**src/hw/branch_pkg.sv**
```systemverilog
`default_nettype none

package branch_pkg;

  // Machine word for PCs, operands and immediates
  typedef logic [31:0] word_t;

  // Fall-through distance to the next instruction
  localparam word_t INSTR_BYTES = 32'd4;

  // Conditional branch kinds coded like funct3 of the B-type encoding
  typedef enum logic [2:0] {
    BT_BEQ  = 3'b000,
    BT_BNE  = 3'b001,
    BT_BLT  = 3'b100,
    BT_BGE  = 3'b101,
    BT_BLTU = 3'b110,
    BT_BGEU = 3'b111
  } branch_type_t;

  // Zero means a conditional branch, other codes select a jump
  typedef enum logic [1:0] {
    JT_NONE = 2'd0,
    JT_JAL  = 2'd1,
    JT_JALR = 2'd2
  } jump_type_t;

  // Instruction under resolution with its sign-extended immediate
  typedef struct packed {
    word_t        current_pc;
    word_t        reg_a;
    word_t        reg_b;
    word_t        imm;
    branch_type_t branch_type;
    jump_type_t   j_type;
    logic         predicted_outcome;
  } branch_req_t;

  // Resolution result handed back to the core
  typedef struct packed {
    logic  resolved;
    logic  branch_outcome;
    logic  miss;
    word_t correct_pc;
    word_t branch_target;
    word_t jump_target;
    logic  update_btb;
  } branch_res_t;

  // One training write into the BTB
  typedef struct packed {
    logic  valid;
    word_t pc;
    word_t target;
    logic  taken;
  } btb_update_t;

  // Fetch-side prediction
  typedef struct packed {
    logic  hit;
    logic  taken;
    word_t target;
  } btb_pred_t;

endpackage

`default_nettype wire

```
**src/hw/fu_branch.sv**
```systemverilog
`timescale 1ns/1ps
`default_nettype none

module fu_branch (
  input  logic                    CLK,
  input  logic                    nRST,
  input  logic                    enable,
  input  branch_pkg::branch_req_t req,
  output branch_pkg::branch_res_t res,
  output branch_pkg::btb_update_t btb_upd
);

  logic operands_eq;
  logic less_signed;
  logic less_unsigned;
  logic cond_outcome;
  logic is_cond;
  logic same_branch;

  // Per-branch update state
  logic              btb_updated;
  branch_pkg::word_t last_branch_pc;

  branch_pkg::word_t seq_pc;
  branch_pkg::word_t pc_rel_target;
  branch_pkg::word_t jalr_sum;
  branch_pkg::word_t jalr_target;

  assign is_cond = (req.j_type == branch_pkg::JT_NONE);

  // Candidate next PCs
  assign seq_pc        = req.current_pc + branch_pkg::INSTR_BYTES;
  assign pc_rel_target = req.current_pc + req.imm;
  assign jalr_sum      = req.reg_a + req.imm;
  // JALR target always lands on an even address
  assign jalr_target   = {jalr_sum[31:1], 1'b0};

  always_comb begin
    operands_eq   = (req.reg_a == req.reg_b);
    less_signed   = ($signed(req.reg_a) < $signed(req.reg_b));
    less_unsigned = (req.reg_a < req.reg_b);
  end

  // Outcome by branch kind
  always_comb begin
    case (req.branch_type)
      branch_pkg::BT_BEQ:  cond_outcome = operands_eq;
      branch_pkg::BT_BNE:  cond_outcome = ~operands_eq;
      branch_pkg::BT_BLT:  cond_outcome = less_signed;
      branch_pkg::BT_BGE:  cond_outcome = ~less_signed;
      branch_pkg::BT_BLTU: cond_outcome = less_unsigned;
      branch_pkg::BT_BGEU: cond_outcome = ~less_unsigned;
      default:             cond_outcome = 1'b0;
    endcase
  end

  // Same branch still held by the issuer from the previous cycle
  assign same_branch = btb_updated && (last_branch_pc == req.current_pc);

  always_comb begin
    res            = '0;
    res.correct_pc = seq_pc;
    if (enable) begin
      res.resolved = 1'b1;
      case (req.j_type)
        branch_pkg::JT_NONE: begin
          res.branch_outcome = cond_outcome;
          res.branch_target  = pc_rel_target;
          res.correct_pc     = cond_outcome ? pc_rel_target : seq_pc;
          res.miss           = cond_outcome ^ req.predicted_outcome;
          // Only the first cycle of a held branch trains the BTB
          res.update_btb     = ~same_branch;
        end
        branch_pkg::JT_JAL: begin
          res.branch_outcome = 1'b1;
          res.jump_target    = pc_rel_target;
          res.correct_pc     = pc_rel_target;
        end
        branch_pkg::JT_JALR: begin
          res.branch_outcome = 1'b1;
          res.jump_target    = jalr_target;
          res.correct_pc     = jalr_target;
        end
        default: begin
          // Unused jump code resolves as fall-through
          res.correct_pc = seq_pc;
        end
      endcase
    end
  end

  // Training write to the BTB
  assign btb_upd.valid  = res.update_btb;
  assign btb_upd.pc     = req.current_pc;
  assign btb_upd.target = res.branch_target;
  assign btb_upd.taken  = res.branch_outcome;

  // Set while the previous cycle held an enabled conditional branch
  always_ff @(posedge CLK, negedge nRST) begin
    if (!nRST) begin
      btb_updated <= 1'b0;
    end else begin
      btb_updated <= enable && is_cond;
    end
  end

  // PC of the last enabled conditional branch
  always_ff @(posedge CLK) begin
    if (enable && is_cond) begin
      last_branch_pc <= req.current_pc;
    end
  end

endmodule

`default_nettype wire

```
**src/hw/btb.sv**
```systemverilog
`timescale 1ns/1ps
`default_nettype none

module btb #(
  parameter int BTB_ENTRIES = 16
) (
  input  logic                    CLK,
  input  logic                    nRST,
  input  branch_pkg::word_t       lookup_pc,
  output branch_pkg::btb_pred_t   pred,
  input  branch_pkg::btb_update_t upd
);

  localparam int IDX_W = $clog2(BTB_ENTRIES);
  // Bits 1:0 are always zero for aligned instructions
  localparam int TAG_W = 32 - IDX_W - 2;

  typedef struct packed {
    logic [TAG_W-1:0]  tag;
    branch_pkg::word_t target;
    logic [1:0]        ctr;
  } entry_t;

  logic [BTB_ENTRIES-1:0] valid;
  entry_t                 entries [BTB_ENTRIES];

  // Lookup side
  logic [IDX_W-1:0] rd_idx;
  logic [TAG_W-1:0] rd_tag;
  entry_t           rd_entry;
  logic             rd_hit;

  // Update side
  logic [IDX_W-1:0] wr_idx;
  logic [TAG_W-1:0] wr_tag;
  entry_t           old_entry;
  entry_t           wr_entry;
  logic             wr_hit;
  logic [1:0]       ctr_next;

  assign rd_idx   = lookup_pc[IDX_W+1:2];
  assign rd_tag   = lookup_pc[31:IDX_W+2];
  assign rd_entry = entries[rd_idx];
  assign rd_hit   = valid[rd_idx] && (rd_entry.tag == rd_tag);

  assign pred.hit    = rd_hit;
  // Counter at 2 or 3 predicts taken
  assign pred.taken  = rd_hit && rd_entry.ctr[1];
  assign pred.target = rd_hit ? rd_entry.target : '0;

  assign wr_idx    = upd.pc[IDX_W+1:2];
  assign wr_tag    = upd.pc[31:IDX_W+2];
  assign old_entry = entries[wr_idx];
  assign wr_hit    = valid[wr_idx] && (old_entry.tag == wr_tag);

  // Saturating 2-bit counter step
  always_comb begin
    if (!wr_hit) begin
      // Fresh allocation starts weakly toward the outcome
      ctr_next = upd.taken ? 2'd2 : 2'd1;
    end else if (upd.taken) begin
      ctr_next = (old_entry.ctr == 2'd3) ? 2'd3 : old_entry.ctr + 2'd1;
    end else begin
      ctr_next = (old_entry.ctr == 2'd0) ? 2'd0 : old_entry.ctr - 2'd1;
    end
  end

  always_comb begin
    wr_entry.tag    = wr_tag;
    wr_entry.target = upd.target;
    wr_entry.ctr    = ctr_next;
  end

  always_ff @(posedge CLK, negedge nRST) begin
    if (!nRST) begin
      valid <= '0;
    end else if (upd.valid) begin
      valid[wr_idx] <= 1'b1;
    end
  end

  // Entry payload written on every update
  always_ff @(posedge CLK) begin
    if (upd.valid) begin
      entries[wr_idx] <= wr_entry;
    end
  end

endmodule

`default_nettype wire

```
**src/hw/branch_unit_top.sv**
```systemverilog
`timescale 1ns/1ps
`default_nettype none

module branch_unit_top #(
  parameter int BTB_ENTRIES = 16
) (
  input  logic                    CLK,
  input  logic                    nRST,

  // Fetch lookup
  input  branch_pkg::word_t       fetch_pc,
  output branch_pkg::btb_pred_t   prediction,

  // Issue and resolve
  input  logic                    enable,
  input  branch_pkg::branch_req_t req,
  output branch_pkg::branch_res_t res
);

  // Training path from the resolver into the BTB
  branch_pkg::btb_update_t btb_upd;

  fu_branch u_fu_branch (
    .CLK     (CLK),
    .nRST    (nRST),
    .enable  (enable),
    .req     (req),
    .res     (res),
    .btb_upd (btb_upd)
  );

  btb #(
    .BTB_ENTRIES (BTB_ENTRIES)
  ) u_btb (
    .CLK       (CLK),
    .nRST      (nRST),
    .lookup_pc (fetch_pc),
    .pred      (prediction),
    .upd       (btb_upd)
  );

endmodule

`default_nettype wire

```
**config.mk**
```make
export PLATFORM = sky130hd
export DESIGN_NAME = branch_unit_top
export DESIGN_NICKNAME = d
export VERILOG_FILES = /design/src/hw/branch_pkg.sv /design/src/hw/fu_branch.sv /design/src/hw/btb.sv /design/src/hw/branch_unit_top.sv
export SDC_FILE = /design/constraint.sdc
export NUM_CORES = 1
export LEC_CHECK = 0
export ABC_AREA = 1
export BUFFER_PORTS_ARGS = -buffer_cell sky130_fd_sc_hd__buf_2
export CAP_MARGIN = 20
export CELL_PAD_IN_SITES_DETAIL_PLACEMENT = 1
export CELL_PAD_IN_SITES_GLOBAL_PLACEMENT = 2
export CORE_MARGIN = 8
export CORE_UTILIZATION = 30
export CTS_BUF_LIST = sky130_fd_sc_hd__clkbuf_4
export CTS_CLUSTER_DIAMETER = 150
export DETAILED_ROUTE_END_ITERATION = 7
export GPL_ROUTABILITY_DRIVEN = 0
export PLACE_DENSITY_LB_ADDON = 0.15
export SETUP_SLACK_MARGIN = 0.4
export SLEW_MARGIN = 20
export SYNTH_ARGS = -nofsm -noshare
export SYNTH_HDL_FRONTEND = slang
export SYNTH_SLANG_ARGS = --single-unit
export TNS_END_PERCENT = 20
```
**constraint.sdc**
```tcl
create_clock -name CLK -period 4.7 [get_ports CLK]
set_input_delay 0.235 -clock CLK [delete_from_list [all_inputs] [get_ports CLK]]
set_output_delay 0.235 -clock CLK [all_outputs]
set_load 0.01 [all_outputs]
```
==> results of run 1 <==
-- routing by layer --
layer	vias to the layer above	global-route usage, %	part of all wire (%)
li1	20510	-	-
met1	22180	29.38	45
met2	1102	37.80	48
met3	269	3.913	4.6
met4	0	6.888	2.8
met5	-	0	0
-- cell usage after synthesis (4+ instances only) --
cell / n
a21boi_0: 18
a21o_1: 11
a21oi_1: 488
a22oi_1: 5
a31oi_1: 14
and2_1: 4
buf_1: 27
buf_2: 140
buf_4: 32
buf_6: 21
clkbuf_1: 101
clkinv_1: 4
dfrtp_1: 17
edfxtp_1: 992
ha_1: 101
inv_1: 572
mux2_2: 54
mux2i_1: 109
nand2_1: 1025
nand3_1: 289
nand3b_1: 6
nand4_1: 26
nor2_1: 345
nor2_2: 5
nor3_1: 27
nor3_2: 30
nor4_1: 11
o211ai_1: 204
o21a_1: 4
o21ai_0: 596
o21ai_1: 31
o21bai_1: 15
o221ai_1: 5
o22ai_1: 42
or2_2: 7
xnor2_1: 20
xor2_1: 60
-- through the flow --
stage          util (%)  total power (W)  instance area (um2)  TNS, ps  setup slack [ps]
2_1_floorplan         -          0.01182                53210  -278880            -377.5
3_3_place_gp      32.94          0.01314                58010        0             764.5
3_5_place_dp      32.94          0.01317                58010        0             719.2
4_1_cts           35.57          0.02175                62640        0             408.4
5_1_grt           35.64          0.02242                62770        0             323.1
6_report          35.65          0.02141                62780        0             502.7
-- where the power goes --
part / total [W] / internal (W) / switching (W)
clock network: 0.00837 / 0.00447 / 0.00390
registers: 0.00998 / 0.00995 / 0.0000243
logic: 0.00306 / 0.000909 / 0.00215
total: 0.0214 / 0.0153 / 0.00608
-- cell usage in the layout, fill, tap and decap left out, drive strengths merged, types with 6 or more instances in the layout --
master / count
mux2i: 109
a21o: 11
nor3: 57
o21ai: 627
diode: 11
buf: 496
edfxtp: 992
clkinv: 60
dlygate4sd3: 89
nand2: 1026
xnor2: 20
o21bai: 15
a31oi: 14
o211ai: 204
nand4: 26
a21oi: 488
or2: 9
inv: 580
a21boi: 18
ha: 101
nand3: 293
nor2: 350
nand3b: 6
clkbuf: 447
o22ai: 42
mux2: 54
xor2: 60
nor4: 11
dfrtp: 17
-- worst paths after layout --
check / endpoint / cells after the start
setup / recovery: res[63] / 13
hold / removal: u_fu_branch.last_branch_pc[3]$_DFFE_PP_ / 3
setup reg to reg: u_btb.entries[9][44]$_DFFE_PP_ / 10
hold reg to reg: u_btb.valid[0]$_DFFE_PN0P_ / 2
max in group asynchronous: u_btb.valid[3]$_DFFE_PN0P_ / 3
min in group asynchronous: u_fu_branch.btb_updated$_DFF_PN0_ / 3
-- kinds of logic after synthesis --
group	Yosys count	synth area share, %
compound gates	1442	15.00
xor+xnor	80	1.317
fa+ha+maj	103	2.450
buf+inv	901	7.210
flops	1009	56.78
mux	163	3.193
simple gates	1783	14.05
-- critical path, delay by kind of cell --
| family | cells | cell delay [ps] |
|---|---|---|
| AOI/OAI and AO/OA | 2 | 700 |
| and+or+nand+nor | 6 | 1450 |
| adders and majority gates | 1 | 400 |
| buffers and inverters | 4 | 1120 |
-- sequential cells by signal, indices dropped and copies added (netlist names) --
signal                      flops
u_btb.valid                    16
u_fu_branch.btb_updated         1
u_btb.entries                 960
u_fu_branch.last_branch_pc     32
-- timing repair --
action	CTS	global route
gates resized for setup	13	13
buffers inserted	1	1
endpoints found under the setup margin	34	40
endpoints found under the hold margin	922	0
pin swaps	3	2
gates cloned	0	2
hold buffers	89	0
-- area by class of cell --
class	count	area, um2	area share (%)
Sequential cell	1009	30210	48.13
Antenna cell	11	27.53	0.04384
Multi-Input combinational cell	3571	19390	30.89
Tap cell	2340	2928	4.663
Timing Repair Buffer	587	4362	6.947
Inverter	579	2183	3.478
Clock inverter	64	331.6	0.5281
Clock buffer	445	3341	5.321
==> results.md, run 1 <==
Run status:
- The flow ran to the end, and the final reports show no timing, DRC or antenna violations.

Synthesis:
- The mean post-synth cell area is 9.708 um2.
- Synthesis produced a netlist whose cell count is 5481.
- The number of storage elements in the synthesis netlist is 1009.
- The number of synthesized flops with an enable pin is between 900 and 1k.
- After synthesis, the share of flip-flops with an asynchronous set or reset is roughly 1.7%.
- edfxtp_1 takes more of the synthesized area than any other cell.
- The Yosys step of the flow raised 0 warnings.
- By area the synthesized netlist is led by edfxtp_1, nand2_1, o21ai_0.
- The top flip-flop cell by instance count after synthesis is edfxtp_1.
- In this run the cell area of the synthesized design comes to about 53000 um2.
- The post-synthesis sequential area ratio is 56.78%.
- The netlist uses 51 different library cells.
- The area share of the leading cell type in the synthesized netlist is 55.98%.
- The number of nets produced by synthesis is about 5.8k.

Timing:
- The worst-case headroom to the max-slew limit is 25.35%.
- Setup repair after global routing could not meet its margin everywhere.
- The setup-violating endpoint count in the final report is 0.
- The worst hold slack is 160.6 ps.
- The worst path needs 4197 ps of the cycle, external delays included.
- The final worst clock skew is 130.6 ps.
- The period utilization is 89.30%.
- The timing-limited maximum frequency is 0.2382 GHz.
- The number of failing hold endpoints at the final stage was 0.
- The actual slew at the worst max-slew pin is 1116 ps.
- The final-report max-slew violation count was 0.

Die:
- In this run the vertical extent of the chip is roughly 440 um.
- The I/O pin total is 303.
- The total area inside the core boundary comes to between 150000 and 200000 um2.
- Once the floorplan was initialized, standard cells occupied 30.21% of the core.
- The horizontal extent of the die is 437.1 um.
- The placement row count is roughly 150.
- The die outline area is 191100 um2.

Finish:
- The number of fill cells is 20.27k.
- From synthesis to final layout, the design area changed by 17.99%.
- The final cell count without fillers is 8606.
- The fraction of final layout cells with drive strength greater than 1 is approximately 18%.
- After the last flow step, the layout net total stands at 6331.

Critical path:
- The setup slack of the worst register-to-register path is between 1000 and 1500 ps.
- STA puts the critical path data required time at 4470 ps.
- The endpoint kind of the worst setup timing path is an output port.
- Walking the worst path, the cells encountered are dlygate4sd3_1 -> buf_2 -> ha_1 -> nand2_1 -> nor2_1 -> inv_1 -> o21ai_0 -> a21o_1 -> nand3_1 -> nand3_1 -> nand2_1 -> nor2_2 -> buf_2.
- The biggest fanout along the worst timing path is 4.
- In this design, the stage delay of the slowest critical-path cell is 580 ps.
- The slowest cell on the critical path is nor2_2.
- The arrival time reported for the critical path endpoint is 3960 ps.
- The worst flop-to-flop path startpoint is u_fu_branch.last_branch_pc[0]$_DFFE_PP_.
- The critical path is of the input port to output port type.
- The nature of the critical path startpoint is an input port.
- The launching element of the worst setup path is req[114].

Drt:
- The total iterations of the first detailed-routing run is 6.
- For this run, design rule violations remaining after detail routing come to 0.
- The overall routed net length is ~220000 um.
- For this block, the initial DRC count from the detailed router was 2728.
- The via-per-instance ratio is 5.120.
- The detailed-route via count is 44.07k.
- In this run the remaining antenna-violating nets after routing total 0.
- The average routed wire per standard cell is 25.92 um.

GRT:
- The number of global-route vias before repair is 45.95k.
- The leftover overflow at the end of global routing is 0.
- The initial antenna violation count is 16.
- Global routing consumed, over all layers together, 22.41% of the routing resources.
- Entering global routing, the biggest net connects 149 pins.
- The first global-routing pass estimated between 300000 and 400000 um of wire.

Clock network:
- The number of clock sinks is 1009.
- The H-tree was split into 5 levels.
- Clock latency on the worst-skew pair, taken at its later pin, is 1270 ps.
- The maximum buffer depth of the clock tree is 4.
- TritonCTS built the clock tree.
- The CTS root buffer is clkbuf_4.
- Clock-pin slew was measured on the worst setup and hold paths at approximately 60 ps.
- In this run, CTS created clock tree buffers numbering 311.

Worst hold path:
- The class of the tightest hold or removal check is input port to flip-flop.
- The start point of the worst min-delay path is req[105].

Placement:
- The number of placed instances, taps included, is 7993.
- Port buffering added 300 buffers.
- The half-perimeter wire length of the detailed placement result is 144900 um.

Pwr:
- Power spread over the standard cell area amounts to 341.0 nW/um2.
- The worst-case IR drop observed on VDD is approximately 0.19 mV.
- The leakage power figure is 24.23 nW.

Run:
- The count of maximum capacitance violations is 0.
Power figures use the tool's default switching activity.
==> run 2, diff against run 1 <==
--- a/config.mk
+++ b/config.mk
@@ -6,7 +6,7 @@
 export NUM_CORES = 1
 export LEC_CHECK = 0
 export ABC_AREA = 1
-export BUFFER_PORTS_ARGS = -buffer_cell sky130_fd_sc_hd__buf_2
+export BUFFER_PORTS_ARGS = -buffer_cell sky130_fd_sc_hd__clkbuf_2
 export CAP_MARGIN = 20
 export CELL_PAD_IN_SITES_DETAIL_PLACEMENT = 1
 export CELL_PAD_IN_SITES_GLOBAL_PLACEMENT = 2
==> constraint.sdc (replaced) <==
create_clock -name CLK -period 3.7 [get_ports CLK]
set_input_delay 0.185 -clock CLK [delete_from_list [all_inputs] [get_ports CLK]]
set_output_delay 0.185 -clock CLK [all_outputs]
set_load 0.01 [all_outputs]
==> run 2 against run 1 <==
The run now ends with negative setup slack left; total power is 28% higher; cell count rose by 1.1%; routed wire length increased by 0.68%; critical path depth is 2 higher; design area up 3.6%; sequential cell count is the same; first-iteration DRC count rose by 6.9%; worst hold slack worse by 73 ps; sequential share of layout area shrank 1.7 points; clock skew up 16 ps; critical path type is now flip-flop to output port; non-clock buffer count increased by 121; largest power group unchanged.
==> results.md, run 2 (synthesis gave the netlist of run 1 again) <==
Critical path:
- On the worst path, the slowest cell contributes a delay of 380 ps.
- The reg-to-reg critical path endpoint is u_btb.entries[13][1]$_DFFE_PP_.
- Walking the worst path, the cells encountered are inv_2 -> a21oi_2 -> o21ai_1 -> nand3_1 -> nand3_2 -> nand2_4 -> a22o_1 -> nor2_1 -> and2_1 -> buf_6 -> nand3_4 -> buf_12 -> clkbuf_16 -> nor3_2 -> buf_2.
- The launching element of the worst setup path is u_btb.entries[13][35]$_DFFE_PP_.
- The worst flop-to-flop path startpoint is u_btb.entries[13][59]$_DFFE_PP_.
- The arrival time reported for the critical path endpoint is 3670 ps.
- The critical path ends at prediction[12].
- The critical path is of the flip-flop to output port type.
- For this design, the slowest cell found on the critical path is edfxtp_1.
- The worst register-to-register path has a setup slack of 890 ps.
- The endpoint kind of the worst setup timing path is an output port.
- Of all nets on the critical path, the largest fanout is 8.
- The nature of the critical path startpoint is a flip-flop.
- The required time of the worst setup path is 3510 ps.
- The cell depth of the worst flop-to-flop path is 18.

Pwr:
- The power density relative to cell area is 420.1 nW/um2.
- After layout, the design draws a total of 0.02731 W.
- The peak supply drop is 0.2878 mV.
- The leakage power figure is ~25 nW.

Timing:
- In the post-route analysis, the smallest setup slack over all paths is -153.0 ps.
- Based on the critical path, the design can be clocked at up to 0.2595 GHz.
- The time the final worst path needs with I/O delays and setup is roughly 3900 ps.
- In the finished design, the share of the clock period the worst path needs comes to 104.1%.
- The worst pin sits at a relative slew slack of between 20% and 30%.
- The number of failing hold endpoints at the final stage is 0.
- The setup-violating endpoint count in the final report is 34.
- Clock skew on the completed layout was measured at roughly 150 ps.
- The actual slew at the worst max-slew pin is around 1100 ps.
- Setup repair after global routing could not meet its margin everywhere.
- The accumulated negative setup slack is -3292 ps.
- The final-report max-slew violation count is 0.

Run:
- The count of maximum capacitance violations is 0.

Drt:
- The detailed-route via count is 44.62k.
- The final routed DRC violation total is 0.
- The routed design has around 220000 um of wire.
- Once detail routing completed, the nets flagged for antenna violations numbered 0.
- The average routed wire per standard cell is 25.81 um.
- The starting DRC count in detailed routing is just under 3k.
- Using the TritonRoute via totals, the vias-per-cell ratio works out to 5.128.
- The total iterations of the first detailed-routing run is 5.

Clock network:
- The clock net in this run drives a total of 1009 sinks.
- The TritonCTS clock tree is yes.
- The number of clock buffers added by TritonCTS is 305.
- Counting along the longest clock path gives a buffer depth of 4.
- The CTS root buffer is clkbuf_4.
- The clock latency reported for the late side of the worst-skew pair is ~1300 ps.
- After clock tree synthesis, the clock-pin slew on the worst setup and hold paths is 60 ps.
- In this run the number of H-tree levels came out at 5.

GRT:
- The total overflow left after global routing is 0.
- The pin count of the biggest net entering global routing is 134.
- The number of global-route vias before repair came to approximately 46k.
- The initial antenna violation count is 14.
- The first global-routing pass estimated around 320000 um of wire.
- The overall global routing resource usage is 22.54%.

Placement:
- The worst setup slack after placement is 91.55 ps.
- The number of buffers added on ports is 300.
- The half-perimeter wire length of the detailed placement result is between 100000 and 150000 um.
- In this run the cell area measured after placement is 59490 um2.

Finish:
- With fillers left out, the area of the finished cells amounts to 65020 um2.
- More flip-flops sit in one register than any other, and that register is u_btb.entries.
- In the layout the commonest cells are nand2_1, edfxtp_1, o21ai_0.
- The multi-input logic area is 19900 um2.
- The filler cells instantiated in the layout total 20.16k.
- Compared with the post-synthesis result, the final layout area differs by 22.21%.
- At the end of the flow, the number of nets in the layout was ~6.4k.
- The most common library cell in the layout ignoring fill and taps is nand2_1.
- The flip-flop count of the largest register, all copies and words added is 960.
- Cells with a size suffix above 1 make up around a fifth of the layout.
- In the final layout, flip-flops and latches occupy 30220 um2.
- The largest registers in the layout are u_btb.entries (960), u_fu_branch.last_branch_pc (32), u_btb.valid (16).

Run status:
- The flow ran to the end, but the final reports show violations.
- The checks that failed: negative setup slack.

Die:
- The die covers 191100 um2.
- The initial standard-cell utilization of the core is just over 30%.
- The die height is 437.1 um.
- Measured along the x axis, the die boundary spans between 400 and 500 um.
- The I/O pin total is about 300.
- The total area inside the core boundary comes to 176100 um2.
- The placement row count is 154.

Worst hold path:
- The tightest min-delay check is of the input port to flip-flop type.
==> run 2: changes by cell type in the layout (fill, tap and decap cells not counted), moves of 17 or more <==
cell      change
o21ai_0      -27
nor2_1       -18
buf_2       -261
buf_12       +57
buf_4        +37
a21oi_1      -17
clkbuf_2    +260
o21ai_1      +18
==> run 2: power breakdown <==
group	total, W	internal [W]	switching, W
Sequential	0.0127	0.0126	0.0000312
Clock	0.0105	0.00560	0.00486
Combinational	0.00419	0.00136	0.00283
==> run 2: stage by stage <==
step	hold WS, ps	util, %	std cells
after floorplan	-110.6	-	5481
after global placement	206.5	33.78	8096
after detailed placement	204.5	33.78	8096
after CTS	3.237	36.43	8669
after global routing	-27.68	36.92	8699
final	87.56	36.92	8702
==> run 2: per-layer routing <==
layer  track usage [%]  wire [um]
met1             29.41     100100
met2             38.89     109400
met3             3.696       9816
met4             5.808       5228
met5                 0          8
==> run 2: worst min-delay path by stage <==
stage / startpoint / endpoint / slack (ps) / cells after the start
floorplan: nRST / u_btb.valid[0]$_DFFE_PN0P_ / -110 / 0
global placement: nRST / u_btb.valid[2]$_DFFE_PN0P_ / 210 / 1
detailed placement: nRST / u_btb.valid[2]$_DFFE_PN0P_ / 200 / 1
CTS: req[105] / u_btb.valid[4]$_DFFE_PN0P_ / 3 / 6
global route: req[107] / u_fu_branch.last_branch_pc[5]$_DFFE_PP_ / -30 / 3
finish: req[106] / u_fu_branch.last_branch_pc[4]$_DFFE_PP_ / 90 / 4
==> run 2: area by class of cell <==
cell class | count | share of cell area (%)
sequential | 1009 | 46.47
multi-input combinational | 3571 | 30.60
timing repair buffer | 708 | 9.546
clock buffer | 435 | 5.022
tap | 2340 | 4.503
inverter | 579 | 3.369
clock inverter | 49 | 0.4483
antenna | 11 | 0.04233
==> run 2: repair_timing <==
action                                  in CTS  in global routing
cloned                                       2                  5
gates resized for setup                     50                209
pin swaps                                    2                 40
hold endpoints to repair                  1191                 94
hold buffers                                87                 11
endpoints found under the setup margin      49                114
setup buffers                                0                  6
==> run 2: critical path: cells and delay by family (launching register included) <==
kind,cells,cell delay [ps]
simple gates,7,870
buf+inv,5,730
compound gates,3,390
flops,1,380
